<file path="src/hw/dbg_pkg.sv">
package dbg_pkg;

  // DMI field widths
  localparam int unsigned DmiAddrWidth = 7;
  localparam int unsigned DmiDataWidth = 32;

  typedef enum logic [1:0] {
    DmiNop   = 2'h0,
    DmiRead  = 2'h1,
    DmiWrite = 2'h2
  } dmi_op_e;

  typedef enum logic [1:0] {
    DmiSuccess = 2'h0,
    DmiFailed  = 2'h2,
    DmiBusy    = 2'h3
  } dmi_resp_e;

  // Debug register addresses
  localparam logic [DmiAddrWidth-1:0] DmControlAddr = 7'h10;
  localparam logic [DmiAddrWidth-1:0] DmStatusAddr  = 7'h11;

  // Bit positions in dmcontrol
  localparam int unsigned DmActiveBit = 0;
  localparam int unsigned NdmResetBit = 1;
  localparam int unsigned HaltReqBit  = 31;

endpackage

</file>
<file path="src/hw/soc_map_pkg.sv">
package soc_map_pkg;

  // Wishbone bus widths
  localparam int unsigned AddrWidth = 32;
  localparam int unsigned DataWidth = 32;
  localparam int unsigned SelWidth  = DataWidth / 8;

  // --------------------
  // Address map
  // --------------------
  localparam logic [AddrWidth-1:0] RomBase     = 32'h0001_0000;
  localparam logic [AddrWidth-1:0] RomLength   = 32'h0000_1000;
  localparam logic [AddrWidth-1:0] ClintBase   = 32'h0200_0000;
  localparam logic [AddrWidth-1:0] ClintLength = 32'h0001_0000;

  typedef enum logic [1:0] {
    SlvRom,
    SlvClint,
    SlvNone
  } slave_sel_e;

  // CLINT register offsets inside its region
  localparam logic [15:0] ClintMsipOff     = 16'h0000;
  localparam logic [15:0] ClintMtimecmpOff = 16'h4000;
  localparam logic [15:0] ClintMtimeOff    = 16'hBFF8;

  // --------------------
  // Boot image
  // --------------------
  localparam int unsigned BootWords = 8;

  localparam logic [0:BootWords-1][DataWidth-1:0] BootImage = '{
    32'hf140_2573, 32'h0200_02b7, 32'h0010_0313, 32'h0062_a023,
    32'h0000_0597, 32'h1050_0073, 32'h0000_8067, 32'hffdf_f06f
  };

endpackage
</file>
<file path="src/hw/soc_subsystem.sv">
module soc_subsystem
  import soc_map_pkg::*;
  import dbg_pkg::*;
#(
  parameter int unsigned DelayCycles = 64
) (
  input  logic                    clk_i,
  input  logic                    rst_ni,
  input  logic                    rtc_i,
  // Wishbone slave port
  input  logic                    wb_cyc_i,
  input  logic                    wb_stb_i,
  input  logic                    wb_we_i,
  input  logic [AddrWidth-1:0]    wb_adr_i,
  input  logic [DataWidth-1:0]    wb_dat_i,
  input  logic [SelWidth-1:0]     wb_sel_i,
  output logic [DataWidth-1:0]    wb_dat_o,
  output logic                    wb_ack_o,
  output logic                    wb_err_o,
  // DMI
  input  logic                    dmi_req_valid_i,
  output logic                    dmi_req_ready_o,
  input  logic [DmiAddrWidth-1:0] dmi_req_addr_i,
  input  dmi_op_e                 dmi_req_op_i,
  input  logic [DmiDataWidth-1:0] dmi_req_data_i,
  output logic                    dmi_resp_valid_o,
  input  logic                    dmi_resp_ready_i,
  output dmi_resp_e               dmi_resp_resp_o,
  output logic [DmiDataWidth-1:0] dmi_resp_data_o,
  // Hart side
  output logic                    debug_req_o,
  output logic                    ndmreset_o,
  output logic                    timer_irq_o,
  output logic                    ipi_o
);

  logic                 rom_stb;
  logic                 rom_ack;
  logic [DataWidth-1:0] rom_dat;
  logic                 clint_stb;
  logic                 clint_ack;
  logic [DataWidth-1:0] clint_dat;

  // --------------------
  // Bus decode
  // --------------------
  wb_addr_decode i_wb_addr_decode (
    .clk_i       ( clk_i     ),
    .rst_ni      ( rst_ni    ),
    .cyc_i       ( wb_cyc_i  ),
    .stb_i       ( wb_stb_i  ),
    .adr_i       ( wb_adr_i  ),
    .rom_dat_i   ( rom_dat   ),
    .rom_ack_i   ( rom_ack   ),
    .clint_dat_i ( clint_dat ),
    .clint_ack_i ( clint_ack ),
    .rom_stb_o   ( rom_stb   ),
    .clint_stb_o ( clint_stb ),
    .dat_o       ( wb_dat_o  ),
    .ack_o       ( wb_ack_o  ),
    .err_o       ( wb_err_o  )
  );

  boot_rom i_boot_rom (
    .clk_i  ( clk_i    ),
    .rst_ni ( rst_ni   ),
    .cyc_i  ( wb_cyc_i ),
    .stb_i  ( rom_stb  ),
    .we_i   ( wb_we_i  ),
    .adr_i  ( wb_adr_i ),
    .dat_o  ( rom_dat  ),
    .ack_o  ( rom_ack  )
  );

  // CLINT is also cleared by the debug reset
  clint_timer i_clint_timer (
    .clk_i       ( clk_i       ),
    .rst_ni      ( rst_ni      ),
    .ndmreset_i  ( ndmreset_o  ),
    .rtc_i       ( rtc_i       ),
    .cyc_i       ( wb_cyc_i    ),
    .stb_i       ( clint_stb   ),
    .we_i        ( wb_we_i     ),
    .adr_i       ( wb_adr_i    ),
    .dat_i       ( wb_dat_i    ),
    .sel_i       ( wb_sel_i    ),
    .dat_o       ( clint_dat   ),
    .ack_o       ( clint_ack   ),
    .timer_irq_o ( timer_irq_o ),
    .ipi_o       ( ipi_o       )
  );

  // --------------------
  // Debug
  // --------------------
  dmi_debug_unit #(
    .DelayCycles ( DelayCycles )
  ) i_dmi_debug_unit (
    .clk_i        ( clk_i            ),
    .rst_ni       ( rst_ni           ),
    .req_valid_i  ( dmi_req_valid_i  ),
    .req_addr_i   ( dmi_req_addr_i   ),
    .req_op_i     ( dmi_req_op_i     ),
    .req_data_i   ( dmi_req_data_i   ),
    .resp_ready_i ( dmi_resp_ready_i ),
    .req_ready_o  ( dmi_req_ready_o  ),
    .resp_valid_o ( dmi_resp_valid_o ),
    .resp_o       ( dmi_resp_resp_o  ),
    .resp_data_o  ( dmi_resp_data_o  ),
    .debug_req_o  ( debug_req_o      ),
    .ndmreset_o   ( ndmreset_o       )
  );

endmodule

</file>
<file path="src/hw/dmi_debug_unit.sv">
module dmi_debug_unit
  import dbg_pkg::*;
#(
  parameter int unsigned DelayCycles = 64
) (
  input  logic                    clk_i,
  input  logic                    rst_ni,
  input  logic                    req_valid_i,
  input  logic [DmiAddrWidth-1:0] req_addr_i,
  input  dmi_op_e                 req_op_i,
  input  logic [DmiDataWidth-1:0] req_data_i,
  input  logic                    resp_ready_i,
  output logic                    req_ready_o,
  output logic                    resp_valid_o,
  output dmi_resp_e               resp_o,
  output logic [DmiDataWidth-1:0] resp_data_o,
  output logic                    debug_req_o,
  output logic                    ndmreset_o
);

  localparam int unsigned CntWidth = $clog2(DelayCycles + 2);

  logic [CntWidth-1:0]     hold_cnt_q;
  logic                    hold_off;
  logic                    accept;
  logic                    resp_valid_q;
  dmi_resp_e               resp_q;
  logic [DmiDataWidth-1:0] resp_data_q;
  logic [DmiDataWidth-1:0] dmcontrol_q;
  dmi_resp_e               resp_d;
  logic [DmiDataWidth-1:0] resp_data_d;

  // --------------------
  // Halt request gate
  // --------------------
  // Lets boot code run before the first halt can reach the hart
  always_ff @(posedge clk_i or negedge rst_ni) begin
    if (!rst_ni) begin
      hold_cnt_q <= CntWidth'(DelayCycles);
    end else if (hold_cnt_q != '0) begin
      hold_cnt_q <= hold_cnt_q - 1'b1;
    end
  end

  assign hold_off = (hold_cnt_q != '0);

  // --------------------
  // DMI handshake
  // --------------------
  // No new request while a response waits
  assign req_ready_o = ~resp_valid_q;
  assign accept      = req_valid_i & req_ready_o;

  always_comb begin
    resp_d      = DmiSuccess;
    resp_data_d = '0;
    case (req_op_i)
      DmiNop: begin
        resp_d = DmiSuccess;
      end
      DmiRead: begin
        if (req_addr_i == DmControlAddr) begin
          resp_data_d = dmcontrol_q;
        end else if (req_addr_i == DmStatusAddr) begin
          resp_data_d = {{(DmiDataWidth-1){1'b0}}, hold_off};
        end else begin
          resp_d = DmiFailed;
        end
      end
      DmiWrite: begin
        // status is read-only, a write there is dropped
        if (req_addr_i != DmControlAddr && req_addr_i != DmStatusAddr) begin
          resp_d = DmiFailed;
        end
      end
      default: begin
        resp_d = DmiFailed;
      end
    endcase
  end

  always_ff @(posedge clk_i or negedge rst_ni) begin
    if (!rst_ni) begin
      resp_valid_q <= 1'b0;
      dmcontrol_q  <= '0;
    end else begin
      if (accept) begin
        resp_valid_q <= 1'b1;
      end else if (resp_ready_i) begin
        resp_valid_q <= 1'b0;
      end
      if (accept && req_op_i == DmiWrite && req_addr_i == DmControlAddr) begin
        dmcontrol_q <= req_data_i;
      end
    end
  end

  // Response payload
  always_ff @(posedge clk_i) begin
    if (accept) begin
      resp_q      <= resp_d;
      resp_data_q <= resp_data_d;
    end
  end

  assign resp_valid_o = resp_valid_q;
  assign resp_o       = resp_q;
  assign resp_data_o  = resp_data_q;

  assign debug_req_o = dmcontrol_q[HaltReqBit] & dmcontrol_q[DmActiveBit] & ~hold_off;
  assign ndmreset_o  = dmcontrol_q[NdmResetBit] & dmcontrol_q[DmActiveBit];

endmodule

</file>
<file path="src/hw/clint_timer.sv">
module clint_timer
  import soc_map_pkg::*;
(
  input  logic                 clk_i,
  input  logic                 rst_ni,
  input  logic                 ndmreset_i,
  input  logic                 rtc_i,
  input  logic                 cyc_i,
  input  logic                 stb_i,
  input  logic                 we_i,
  input  logic [AddrWidth-1:0] adr_i,
  input  logic [DataWidth-1:0] dat_i,
  input  logic [SelWidth-1:0]  sel_i,
  output logic [DataWidth-1:0] dat_o,
  output logic                 ack_o,
  output logic                 timer_irq_o,
  output logic                 ipi_o
);

  // Upper halves of the 64-bit registers
  localparam logic [15:0] MtimecmpHiOff = ClintMtimecmpOff + 16'd4;
  localparam logic [15:0] MtimeHiOff    = ClintMtimeOff + 16'd4;

  logic [1:0]           rtc_sync_q;
  logic                 rtc_prev_q;
  logic                 rtc_rise;
  logic [63:0]          mtime_q;
  logic [63:0]          mtimecmp_q;
  logic                 msip_q;
  logic                 irq_q;
  logic                 ack_q;
  logic [DataWidth-1:0] dat_q;
  logic [15:0]          reg_off;
  logic                 access;
  logic                 wr_en;

  // Merge write data into a register half by byte lane
  function automatic logic [DataWidth-1:0] apply_sel(
    input logic [DataWidth-1:0] old_val,
    input logic [DataWidth-1:0] new_val,
    input logic [SelWidth-1:0]  be
  );
    logic [DataWidth-1:0] res;
    res = old_val;
    for (int i = 0; i < SelWidth; i++) begin
      if (be[i]) begin
        res[i*8 +: 8] = new_val[i*8 +: 8];
      end
    end
    return res;
  endfunction

  // --------------------
  // RTC edge detect
  // --------------------
  always_ff @(posedge clk_i or negedge rst_ni) begin
    if (!rst_ni) begin
      rtc_sync_q <= '0;
      rtc_prev_q <= 1'b0;
    end else begin
      rtc_sync_q <= {rtc_sync_q[0], rtc_i};
      rtc_prev_q <= rtc_sync_q[1];
    end
  end

  assign rtc_rise = rtc_sync_q[1] & ~rtc_prev_q;

  // --------------------
  // Registers
  // --------------------
  assign reg_off = {adr_i[15:2], 2'b00};
  assign access  = cyc_i & stb_i & ~ack_q;
  assign wr_en   = access & we_i;

  always_ff @(posedge clk_i or negedge rst_ni) begin
    if (!rst_ni) begin
      mtime_q    <= '0;
      mtimecmp_q <= '1;
      msip_q     <= 1'b0;
    end else if (ndmreset_i) begin
      mtime_q    <= '0;
      mtimecmp_q <= '1;
      msip_q     <= 1'b0;
    end else begin
      // A bus write to mtime wins over the tick
      if (wr_en && reg_off == ClintMtimeOff) begin
        mtime_q[31:0] <= apply_sel(mtime_q[31:0], dat_i, sel_i);
      end else if (wr_en && reg_off == MtimeHiOff) begin
        mtime_q[63:32] <= apply_sel(mtime_q[63:32], dat_i, sel_i);
      end else if (rtc_rise) begin
        mtime_q <= mtime_q + 64'd1;
      end
      if (wr_en && reg_off == ClintMtimecmpOff) begin
        mtimecmp_q[31:0] <= apply_sel(mtimecmp_q[31:0], dat_i, sel_i);
      end
      if (wr_en && reg_off == MtimecmpHiOff) begin
        mtimecmp_q[63:32] <= apply_sel(mtimecmp_q[63:32], dat_i, sel_i);
      end
      if (wr_en && reg_off == ClintMsipOff && sel_i[0]) begin
        msip_q <= dat_i[0];
      end
    end
  end

  // Ack and interrupt level
  always_ff @(posedge clk_i or negedge rst_ni) begin
    if (!rst_ni) begin
      ack_q <= 1'b0;
      irq_q <= 1'b0;
    end else begin
      ack_q <= access;
      irq_q <= (mtime_q >= mtimecmp_q);
    end
  end

  // Read data, sampled when the access starts
  always_ff @(posedge clk_i) begin
    if (access) begin
      case (reg_off)
        ClintMsipOff:     dat_q <= {{(DataWidth-1){1'b0}}, msip_q};
        ClintMtimecmpOff: dat_q <= mtimecmp_q[31:0];
        MtimecmpHiOff:    dat_q <= mtimecmp_q[63:32];
        ClintMtimeOff:    dat_q <= mtime_q[31:0];
        MtimeHiOff:       dat_q <= mtime_q[63:32];
        default:          dat_q <= '0;
      endcase
    end
  end

  assign dat_o       = dat_q;
  assign ack_o       = ack_q;
  assign timer_irq_o = irq_q;
  assign ipi_o       = msip_q;

endmodule

</file>
<file path="src/hw/boot_rom.sv">
module boot_rom
  import soc_map_pkg::*;
(
  input  logic                 clk_i,
  input  logic                 rst_ni,
  input  logic                 cyc_i,
  input  logic                 stb_i,
  input  logic                 we_i,
  input  logic [AddrWidth-1:0] adr_i,
  output logic [DataWidth-1:0] dat_o,
  output logic                 ack_o
);

  // Word index covering the whole ROM region
  localparam int unsigned IdxWidth = $clog2(RomLength / SelWidth);

  logic [IdxWidth-1:0]  word_idx;
  logic                 access;
  logic                 ack_q;
  logic [DataWidth-1:0] dat_q;

  assign word_idx = adr_i[IdxWidth+1:2];
  assign access   = cyc_i & stb_i & ~ack_q;

  always_ff @(posedge clk_i or negedge rst_ni) begin
    if (!rst_ni) begin
      ack_q <= 1'b0;
    end else begin
      ack_q <= access;
    end
  end

  // Writes are acked but leave the image alone
  always_ff @(posedge clk_i) begin
    if (access) begin
      if (!we_i && (word_idx < IdxWidth'(BootWords))) begin
        dat_q <= BootImage[word_idx];
      end else begin
        dat_q <= '0;
      end
    end
  end

  assign dat_o = dat_q;
  assign ack_o = ack_q;

endmodule

</file>
<file path="src/hw/wb_addr_decode.sv">
module wb_addr_decode
  import soc_map_pkg::*;
(
  input  logic                 clk_i,
  input  logic                 rst_ni,
  input  logic                 cyc_i,
  input  logic                 stb_i,
  input  logic [AddrWidth-1:0] adr_i,
  input  logic [DataWidth-1:0] rom_dat_i,
  input  logic                 rom_ack_i,
  input  logic [DataWidth-1:0] clint_dat_i,
  input  logic                 clint_ack_i,
  output logic                 rom_stb_o,
  output logic                 clint_stb_o,
  output logic [DataWidth-1:0] dat_o,
  output logic                 ack_o,
  output logic                 err_o
);

  slave_sel_e sel;
  logic       err_q;

  // --------------------
  // Region compare
  // --------------------
  always_comb begin
    if ((adr_i >= RomBase) && (adr_i < RomBase + RomLength)) begin
      sel = SlvRom;
    end else if ((adr_i >= ClintBase) && (adr_i < ClintBase + ClintLength)) begin
      sel = SlvClint;
    end else begin
      sel = SlvNone;
    end
  end

  // Only the selected slave sees the strobe
  assign rom_stb_o   = cyc_i & stb_i & (sel == SlvRom);
  assign clint_stb_o = cyc_i & stb_i & (sel == SlvClint);

  // --------------------
  // Response path
  // --------------------
  // Master holds the address through the ack cycle, so sel is still valid
  always_comb begin
    case (sel)
      SlvRom: begin
        dat_o = rom_dat_i;
        ack_o = rom_ack_i;
      end
      SlvClint: begin
        dat_o = clint_dat_i;
        ack_o = clint_ack_i;
      end
      default: begin
        dat_o = '0;
        ack_o = 1'b0;
      end
    endcase
  end

  // Error responder for unmapped accesses, one pulse per access
  always_ff @(posedge clk_i or negedge rst_ni) begin
    if (!rst_ni) begin
      err_q <= 1'b0;
    end else begin
      err_q <= cyc_i & stb_i & (sel == SlvNone) & ~err_q;
    end
  end

  assign err_o = err_q;

endmodule

</file>
<file path="config.mk">
export PLATFORM = sky130hd
export DESIGN_NAME = soc_subsystem
export DESIGN_NICKNAME = d
export VERILOG_FILES = /design/src/hw/dbg_pkg.sv /design/src/hw/soc_map_pkg.sv /design/src/hw/soc_subsystem.sv /design/src/hw/dmi_debug_unit.sv /design/src/hw/clint_timer.sv /design/src/hw/boot_rom.sv /design/src/hw/wb_addr_decode.sv
export SDC_FILE = /design/constraint.sdc
export NUM_CORES = 1
export LEC_CHECK = 0
export BUFFER_PORTS_ARGS = -buffer_cell sky130_fd_sc_hd__buf_2
export CORE_MARGIN = 2
export CORE_UTILIZATION = 50
export CTS_BUF_LIST = sky130_fd_sc_hd__clkbuf_4
export CTS_CLUSTER_DIAMETER = 80
export DETAILED_ROUTE_END_ITERATION = 8
export PLACE_DENSITY = 0.66
export SETUP_SLACK_MARGIN = 0.05
export SYNTH_ARGS = -nofsm -noshare
export SYNTH_HDL_FRONTEND = slang
export SYNTH_SLANG_ARGS = --single-unit
export TNS_END_PERCENT = 20
</file>
<file path="constraint.sdc">
create_clock -name clk_i -period 6.25 [get_ports clk_i]
set_clock_uncertainty 0.05 [all_clocks]
set_input_delay 0.625 -clock clk_i [delete_from_list [all_inputs] [get_ports clk_i]]
set_output_delay 0.625 -clock clk_i [all_outputs]
set_load 0.01 [all_outputs]
</file>
* Word-level counts from Yosys, hierarchy flattened
Memories as Yosys holds them, arrays and structs flattened. A register that Yosys moved wholly into a read port is not among the register bits. Index checks and enable logic that the tools add are counted.
Word-level totals: ROM bits 256, bits of input ports 117, flip-flop bits (word level) 242, output and inout bits 74, memories 1, bits in writable memories 0, bits in latches 0, word-level logic and storage cells 154
Cells by class: multipliers 0, mux-type cells 28, divide/modulo/power cells 0, $lt $le $gt $ge 6, shift operators 0, bitwise logic cells 22, $add $sub $neg 2, eq/ne operators 22, reduce and logical (&&, ||, !) cells 44
Memories:
- (no name shown) | depth 8, width 32, rd ports 1, clocked after Yosys merged registers in 1, wr ports 0, RTL line boot_rom.sv:37 | dat_q <= BootImage[word_idx];
Operator list (count):
- two-way mux 32 bit | 7
- two-way mux 64 bit | 3
- case mux 32 bit (5 select lines) | 1
- adder 64 x 1 -> 64 bit, second input constant | 1
- >= comparator 64 bit | 1
- case mux 32 bit (2 select lines) | 1
- >= comparator 32 x 17 -> 1 bit, second input constant | 1
- >= comparator 32 x 26 -> 1 bit, second input constant | 1
- less-than comparator 32 x 17 -> 1 bit, second input constant | 1
- less-than comparator 32 x 26 -> 1 bit, second input constant | 1
- two-way mux 8 bit | 4
- equality test 14 x 13 -> 1 bit, second input constant | 2
- equality test 14 bit, second input constant | 2
- != test 3 bit, second input constant | 8
- AND reduction 3 bit | 8
- logical NOT 16 bit | 1
- AND reduction 2 bit | 8
- nonzero test 2 bit | 8
- AND 1 bit | 15
- equality test 7 x 5 -> 1 bit, second input constant | 2
- != test 7 x 5 -> 1 bit, second input constant | 2
- logical AND 1 bit | 12
- NOT 10 -> 11 bit | 1
- less-than comparator 10 x 4 -> 1 bit, second input constant | 1
- 14 further kinds | 32

* Longest topological paths before layout
word-level depth 13, gate-level depth with buffers 10, mapped depth without buffers 8

* Hierarchy
From an unflattened synthesis, not the netlist that was laid out.
Second synthesis, totals: cell total of the unflattened synthesis 1601, area total of the unflattened synthesis 15817.7 µm²
By module, submodules not included:
- clint_timer | cells each 1234, area an instance 10905.5 µm², seq. area each 4394.2 µm², times used 1
- dmi_debug_unit | cells each 182, area an instance 3036.7 µm², seq. area each 1993.2 µm², times used 1
- boot_rom | cells each 89, area an instance 1186.1 µm², seq. area each 585.6 µm², times used 1
- wb_addr_decode | cells each 96, area an instance 689.4 µm², seq. area each 25.0 µm², times used 1

* Least setup slack after synthesis
OpenSTA, ideal clock, no wires.
path type in2reg, start point in wb_adr_i[30], end point reg i_clint_timer.dat_q[0], in the netlist i_clint_timer.dat_o[0] (enable), cell stages on the path 4, buffers on the path 0, setup slack 1.364 ns, library setup time 0.470 ns, arrival time 4.366 ns, required time 5.730 ns, path through or4_4 or3_4 nor3_2 nor3b_1
On the way: cells in the longest elaborated chain, start to end 8, elaborated cells on any way between the ends 12, classes of those cells order compare: 4; eq/ne: 1; mux: 2; bitwise: 3; reduce/logical: 2
Ends and longest elaborated chain:
- start, declared | RTL line soc_subsystem.sv:14 | input logic [AddrWidth-1:0] wb_adr_i,
- >= comparator 32 x 26 -> 1 bit / less-than comparator 32 x 26 -> 1 bit (equally long branches) | RTL line wb_addr_decode.sv:29 | end else if ((adr_i >= ClintBase) && (adr_i < ClintBase + ClintLength)) begin
- logical AND 1 bit | RTL line wb_addr_decode.sv:29
- two-way mux 2 bit | RTL line wb_addr_decode.sv:29
- two-way mux 2 bit (*) | RTL line wb_addr_decode.sv:27 | if ((adr_i >= RomBase) && (adr_i < RomBase + RomLength)) begin
- equality test 2 x 1 -> 1 bit (*) | RTL line wb_addr_decode.sv:38 | assign clint_stb_o = cyc_i & stb_i & (sel == SlvClint);
- AND 1 bit (*) | RTL line wb_addr_decode.sv:38
- AND 1 bit (*) (2 in series) | RTL line clint_timer.sv:72 | assign access = cyc_i & stb_i & ~ack_q;
- net i_clint_timer.access | RTL line clint_timer.sv:34 | logic access;
- end signal, assigned | RTL line clint_timer.sv:120 | ClintMsipOff: dat_q <= {{(DataWidth-1){1'b0}}, msip_q};
- end signal, assigned | RTL line clint_timer.sv:121 | ClintMtimecmpOff: dat_q <= mtimecmp_q[31:0];
- end signal, assigned | RTL line clint_timer.sv:122 | MtimecmpHiOff: dat_q <= mtimecmp_q[63:32];
- end, declared | RTL line clint_timer.sv:32 | logic [DataWidth-1:0] dat_q;
Mark *: on every way through the listed nets, which the timed path passes. The rest lies on a longest branch. A chain may end at the register's enable or synchronous reset.

* Worst setup path in the final report
start point in wb_adr_i[24], end point out wb_dat_o[26]
On the way: cells in the longest elaborated chain, start to end 6, elaborated cells on any way between the ends 11, classes of those cells order compare: 4; eq/ne: 1; mux: 3; reduce/logical: 3
Ends and longest elaborated chain:
- >= comparator 32 x 26 -> 1 bit / less-than comparator 32 x 26 -> 1 bit (equally long branches) | RTL line wb_addr_decode.sv:29
- logical AND 1 bit | RTL line wb_addr_decode.sv:29
- two-way mux 2 bit | RTL line wb_addr_decode.sv:29
- two-way mux 2 bit (*) | RTL line wb_addr_decode.sv:27
- equality test 2 x 1 -> 1 bit / logical NOT 2 bit (equally long branches) | RTL line wb_addr_decode.sv:45 | case (sel)
- case mux 32 bit (2 select lines) (*) | RTL line wb_addr_decode.sv:45
- end, declared | RTL line soc_subsystem.sv:17 | output logic [DataWidth-1:0] wb_dat_o,
Every way passes the cells marked *; elsewhere a longest branch is shown, timed or not.

==> results_dict.tcl <==
set metrics [dict create \
    hpwl_um 34300 \
    arrival_ns 2.98 \
    antenna_left 0 \
    ys_seq_elements 260 \
    drt-initial-drc-count 1626 \
    max_freq_mhz 274 \
    fin_cells 2202 \
    start_util_pct 51.1 \
    grt_first_pass_wirelength_um 74400 \
    internal_power_mw 2.80 \
    netlist_area_sq_um 15200 \
    cp.required_ns 5.57 \
    route.detailed.wl_per_inst_um 22.1 \
    cp-start-kind "input pin" \
    path_max_fanout 23 \
    die-area_sq_um 31900 \
    grt_pass1_vias 13104 \
    cts-resized-gates 0 \
    netlist_instances 1557 \
    worstMarginPinSlew_ns 1.24 \
    die_h_um 178 \
    pwr-share-comb_pct 6.2 \
    cts.sinks 260 \
    maxSlewViolCount 0 \
    grt_max_degree 76 \
    routed_wl_um 48700 \
    regToRegEndpoint "i_clint_timer.mtime_q[51]$_DFFE_PN0P_" \
    viasPerCell 6.27 \
    pin_count 191 \
    critical_path_class "input pin to output port" \
    fillers 2651 \
    drive_gt1_share_pct 26.5 \
    htreeDepth 3 \
    status "completed" \
    yosysTopAreaCell "dfrtp_1" \
    synth_top_area_share_pct 18.2 \
    seqPwrFrac_pct 48.7 \
    peakVddDrop_uv 112 \
    p_sw_share_pct 25.3 \
    syn_nets 1748 \
    power.density_nw_per_um2 214 \
    clock_path_buffers 3 \
    end_kind "output port" \
    synth_flop_cell "dfrtp_1" \
    min_path_type "input pin to register" \
    whs_ns 0.102 \
    core-area_sq_um 29800 \
    avgSynthCellArea_sq_um 9.78 \
    overflow 0 \
    setup_viol 0 \
    r2r_slack_ns 2.69 \
    ys_seq_area_share_pct 46.0 \
    place_inst 2057 \
    row_count 63 \
    track_usage_pct 30.7 \
    max_cap_violations 0 \
    cts_tree "built" \
    vias 13806 \
    globalplace.congestion 0.940 \
    relSlewSlack_pct 16.9 \
    chipWidth_um 178 \
    mostFrequentLayoutCell "nand2_1" \
    clk_pin_slew_worst_paths_ns 0.07 \
    layout_min_cycle_time_ns 3.66 \
    r2r_start "i_clint_timer.ack_o$_DFF_PN0_" \
    hp-start "dmi_req_data_i[17]" \
    synthArstFlopShare_pct 67.7 \
    ys_warn_count 0 \
    antenna_found_initial 1 \
    syn2layout_area_growth_pct 14.9 \
    clkPwrFrac_pct 45.1 \
    p_leak_nw 8.14 \
    min_to "i_dmi_debug_unit.dmcontrol_q[17]$_DFFE_PN0P_" \
    rsz0062_at_grt "no" \
    insertion_delay_ns 0.72 \
    switching_power_mw 0.946 \
    hold_viol 0 \
    netlist_top_cells_area "dfrtp_1 (18%), edfxtp_1 (17%), dfstp_2 (11%)" \
    final_cell_mix "nand2_1 (228), buf_2 (186), clkbuf_4 (121), dfrtp_1 (111), inv_1 (88)" \
    cts_root_buffer "clkbuf_4" \
    final_util_pct 58.7 \
    reg2reg_depth 6 \
    drc_errors 0 \
    synth_edf_count 84 \
    port_buffers 187 \
    ys_types 92 \
    first_pass_iters 7 \
    setup_tns_ns 0 \
    numCtsBuffers 74 \
    fin_crit_sh_pct 58.5 \
    min_path_cells 2 \
    nets 1937 \
]
worst max path at each step:
| stage | start | endpoint | slack (ns) | cells past startpoint |
|---|---|---|---|---|
| after CTS | wb_adr_i[24] | wb_dat_o[3] | 2.60 | 8 |
| after floorplan | wb_adr_i[30] | i_clint_timer.dat_o[0]$_SDFFCE_PN0N_ | 1.36 | 4 |
| after global placement | wb_adr_i[24] | i_clint_timer.mtime_q[51]$_DFFE_PN0P_ | 2.33 | 8 |
| final | wb_adr_i[24] | wb_dat_o[26] | 2.59 | 8 |
| after detailed placement | wb_adr_i[24] | i_clint_timer.mtime_q[51]$_DFFE_PN0P_ | 2.35 | 8 |
| after global routing | wb_adr_i[20] | wb_dat_o[3] | 2.39 | 8 |
power by group through the flow:
stage	logic [mW]	clock network [mW]	registers [mW]
floorplan	0.0918	0	1.85
global placement	0.226	0	1.85
detailed placement	0.230	0	1.85
CTS	0.233	1.72	1.82
global route	0.258	1.82	1.83
finish	0.234	1.69	1.82
layout make-up:
class	count	area (sq um)	share of cell area (%)
inverter	89	334	1.91
timing repair buffer	211	1130	6.46
clock buffer	121	908	5.19
sequential	260	7010	40.1
multi-input combinational	1110	7500	42.9
antenna	5	12.5	0.0715
tap	390	488	2.79
clock inverter	16	115	0.658
per-stage QoR:
step                setup WS (ns)  instance area [sq um]  total power [mW]
floorplan                    1.36                  15200              1.95
global placement             2.33                  16400              2.08
detailed placement           2.35                  16400              2.08
CTS                          2.60                  17500              3.78
global route                 2.39                  17500              3.90
finish                       2.59                  17500              3.74
cell usage after synthesis (4+ instances only):
cell	instances
nor2_1	47
buf_2	27
a221oi_1	4
a22o_1	20
nand4_1	35
o31ai_1	8
nor2b_1	5
mux2i_1	11
and2_1	51
nand2_1	229
a211oi_1	18
o21ai_0	51
o21ai_1	24
nor4_1	26
a21oi_1	69
and4_1	10
a22oi_1	9
dfrtp_1	111
nand3_1	51
mux2_2	34
a21o_1	13
inv_1	88
a31oi_1	4
o41ai_1	4
nand2b_1	13
dfstp_2	65
ha_1	74
a32oi_1	5
o311ai_0	7
nor3_1	23
buf_4	5
o31a_1	7
or4_1	5
o211ai_1	80
and3_1	34
nor3b_1	5
nor4b_1	8
a222oi_1	31
clkbuf_1	61
edfxtp_1	84
xnor2_1	4
a2111oi_0	5
or3_1	7
critical path, stage by stage:
cell,delay [ns]
buf_2,0.09
nor4_1,0.60
nand2_1,0.36
nor4_4,0.28
buf_4,0.30
nand2_1,0.39
nand2_1,0.17
buf_2,0.16
routing by layer:
| metal | GRT usage [%] | routed length, um | part of all wire, % |
|---|---|---|---|
| met1 | 42.0 | 20200 | 42 |
| met2 | 47.1 | 22000 | 45 |
| met3 | 7.01 | 4950 | 10 |
| met4 | 12.3 | 1570 | 3.2 |
| met5 | 0 | 0 | 0 |
kinds of logic after synthesis:
logic type,synth area share (%)
XOR/XNOR,0.288
flip-flops,46.0
AO/OA/AOI/OAI,19.3
other,0.0246
adder cells (fa/ha/maj),6.08
AND/OR/NAND/NOR,20.0
buffers and inverters,5.06
multiplexers,3.24
repair_timing:
| item | in CTS | in global routing |
|---|---|---|
| hold buffers | 3 | 0 |
| buffers inserted | 0 | 0 |
| hold endpoints to repair | 50 | 0 |
| setup endpoints to repair | 0 | 0 |
state kept, by name, indices dropped and copies added, names as in the netlist:
name                           count
i_clint_timer.ipi_o                1
i_clint_timer.rtc_sync_q           2
i_dmi_debug_unit.resp_valid_o      1
i_dmi_debug_unit.dmcontrol_q      32
i_boot_rom.dat_o                  19
i_boot_rom.ack_o                   1
i_wb_addr_decode.err_o             1
i_clint_timer.ack_o                1
i_dmi_debug_unit.hold_cnt_q        7
i_clint_timer.mtimecmp_q          64
i_clint_timer.timer_irq_o          1
i_clint_timer.mtime_q             64
i_dmi_debug_unit.resp_o            1
i_dmi_debug_unit.resp_data_o      32
i_clint_timer.rtc_prev_q           1
i_clint_timer.dat_o               32
Note: power is estimated with default switching activity, not from simulation.
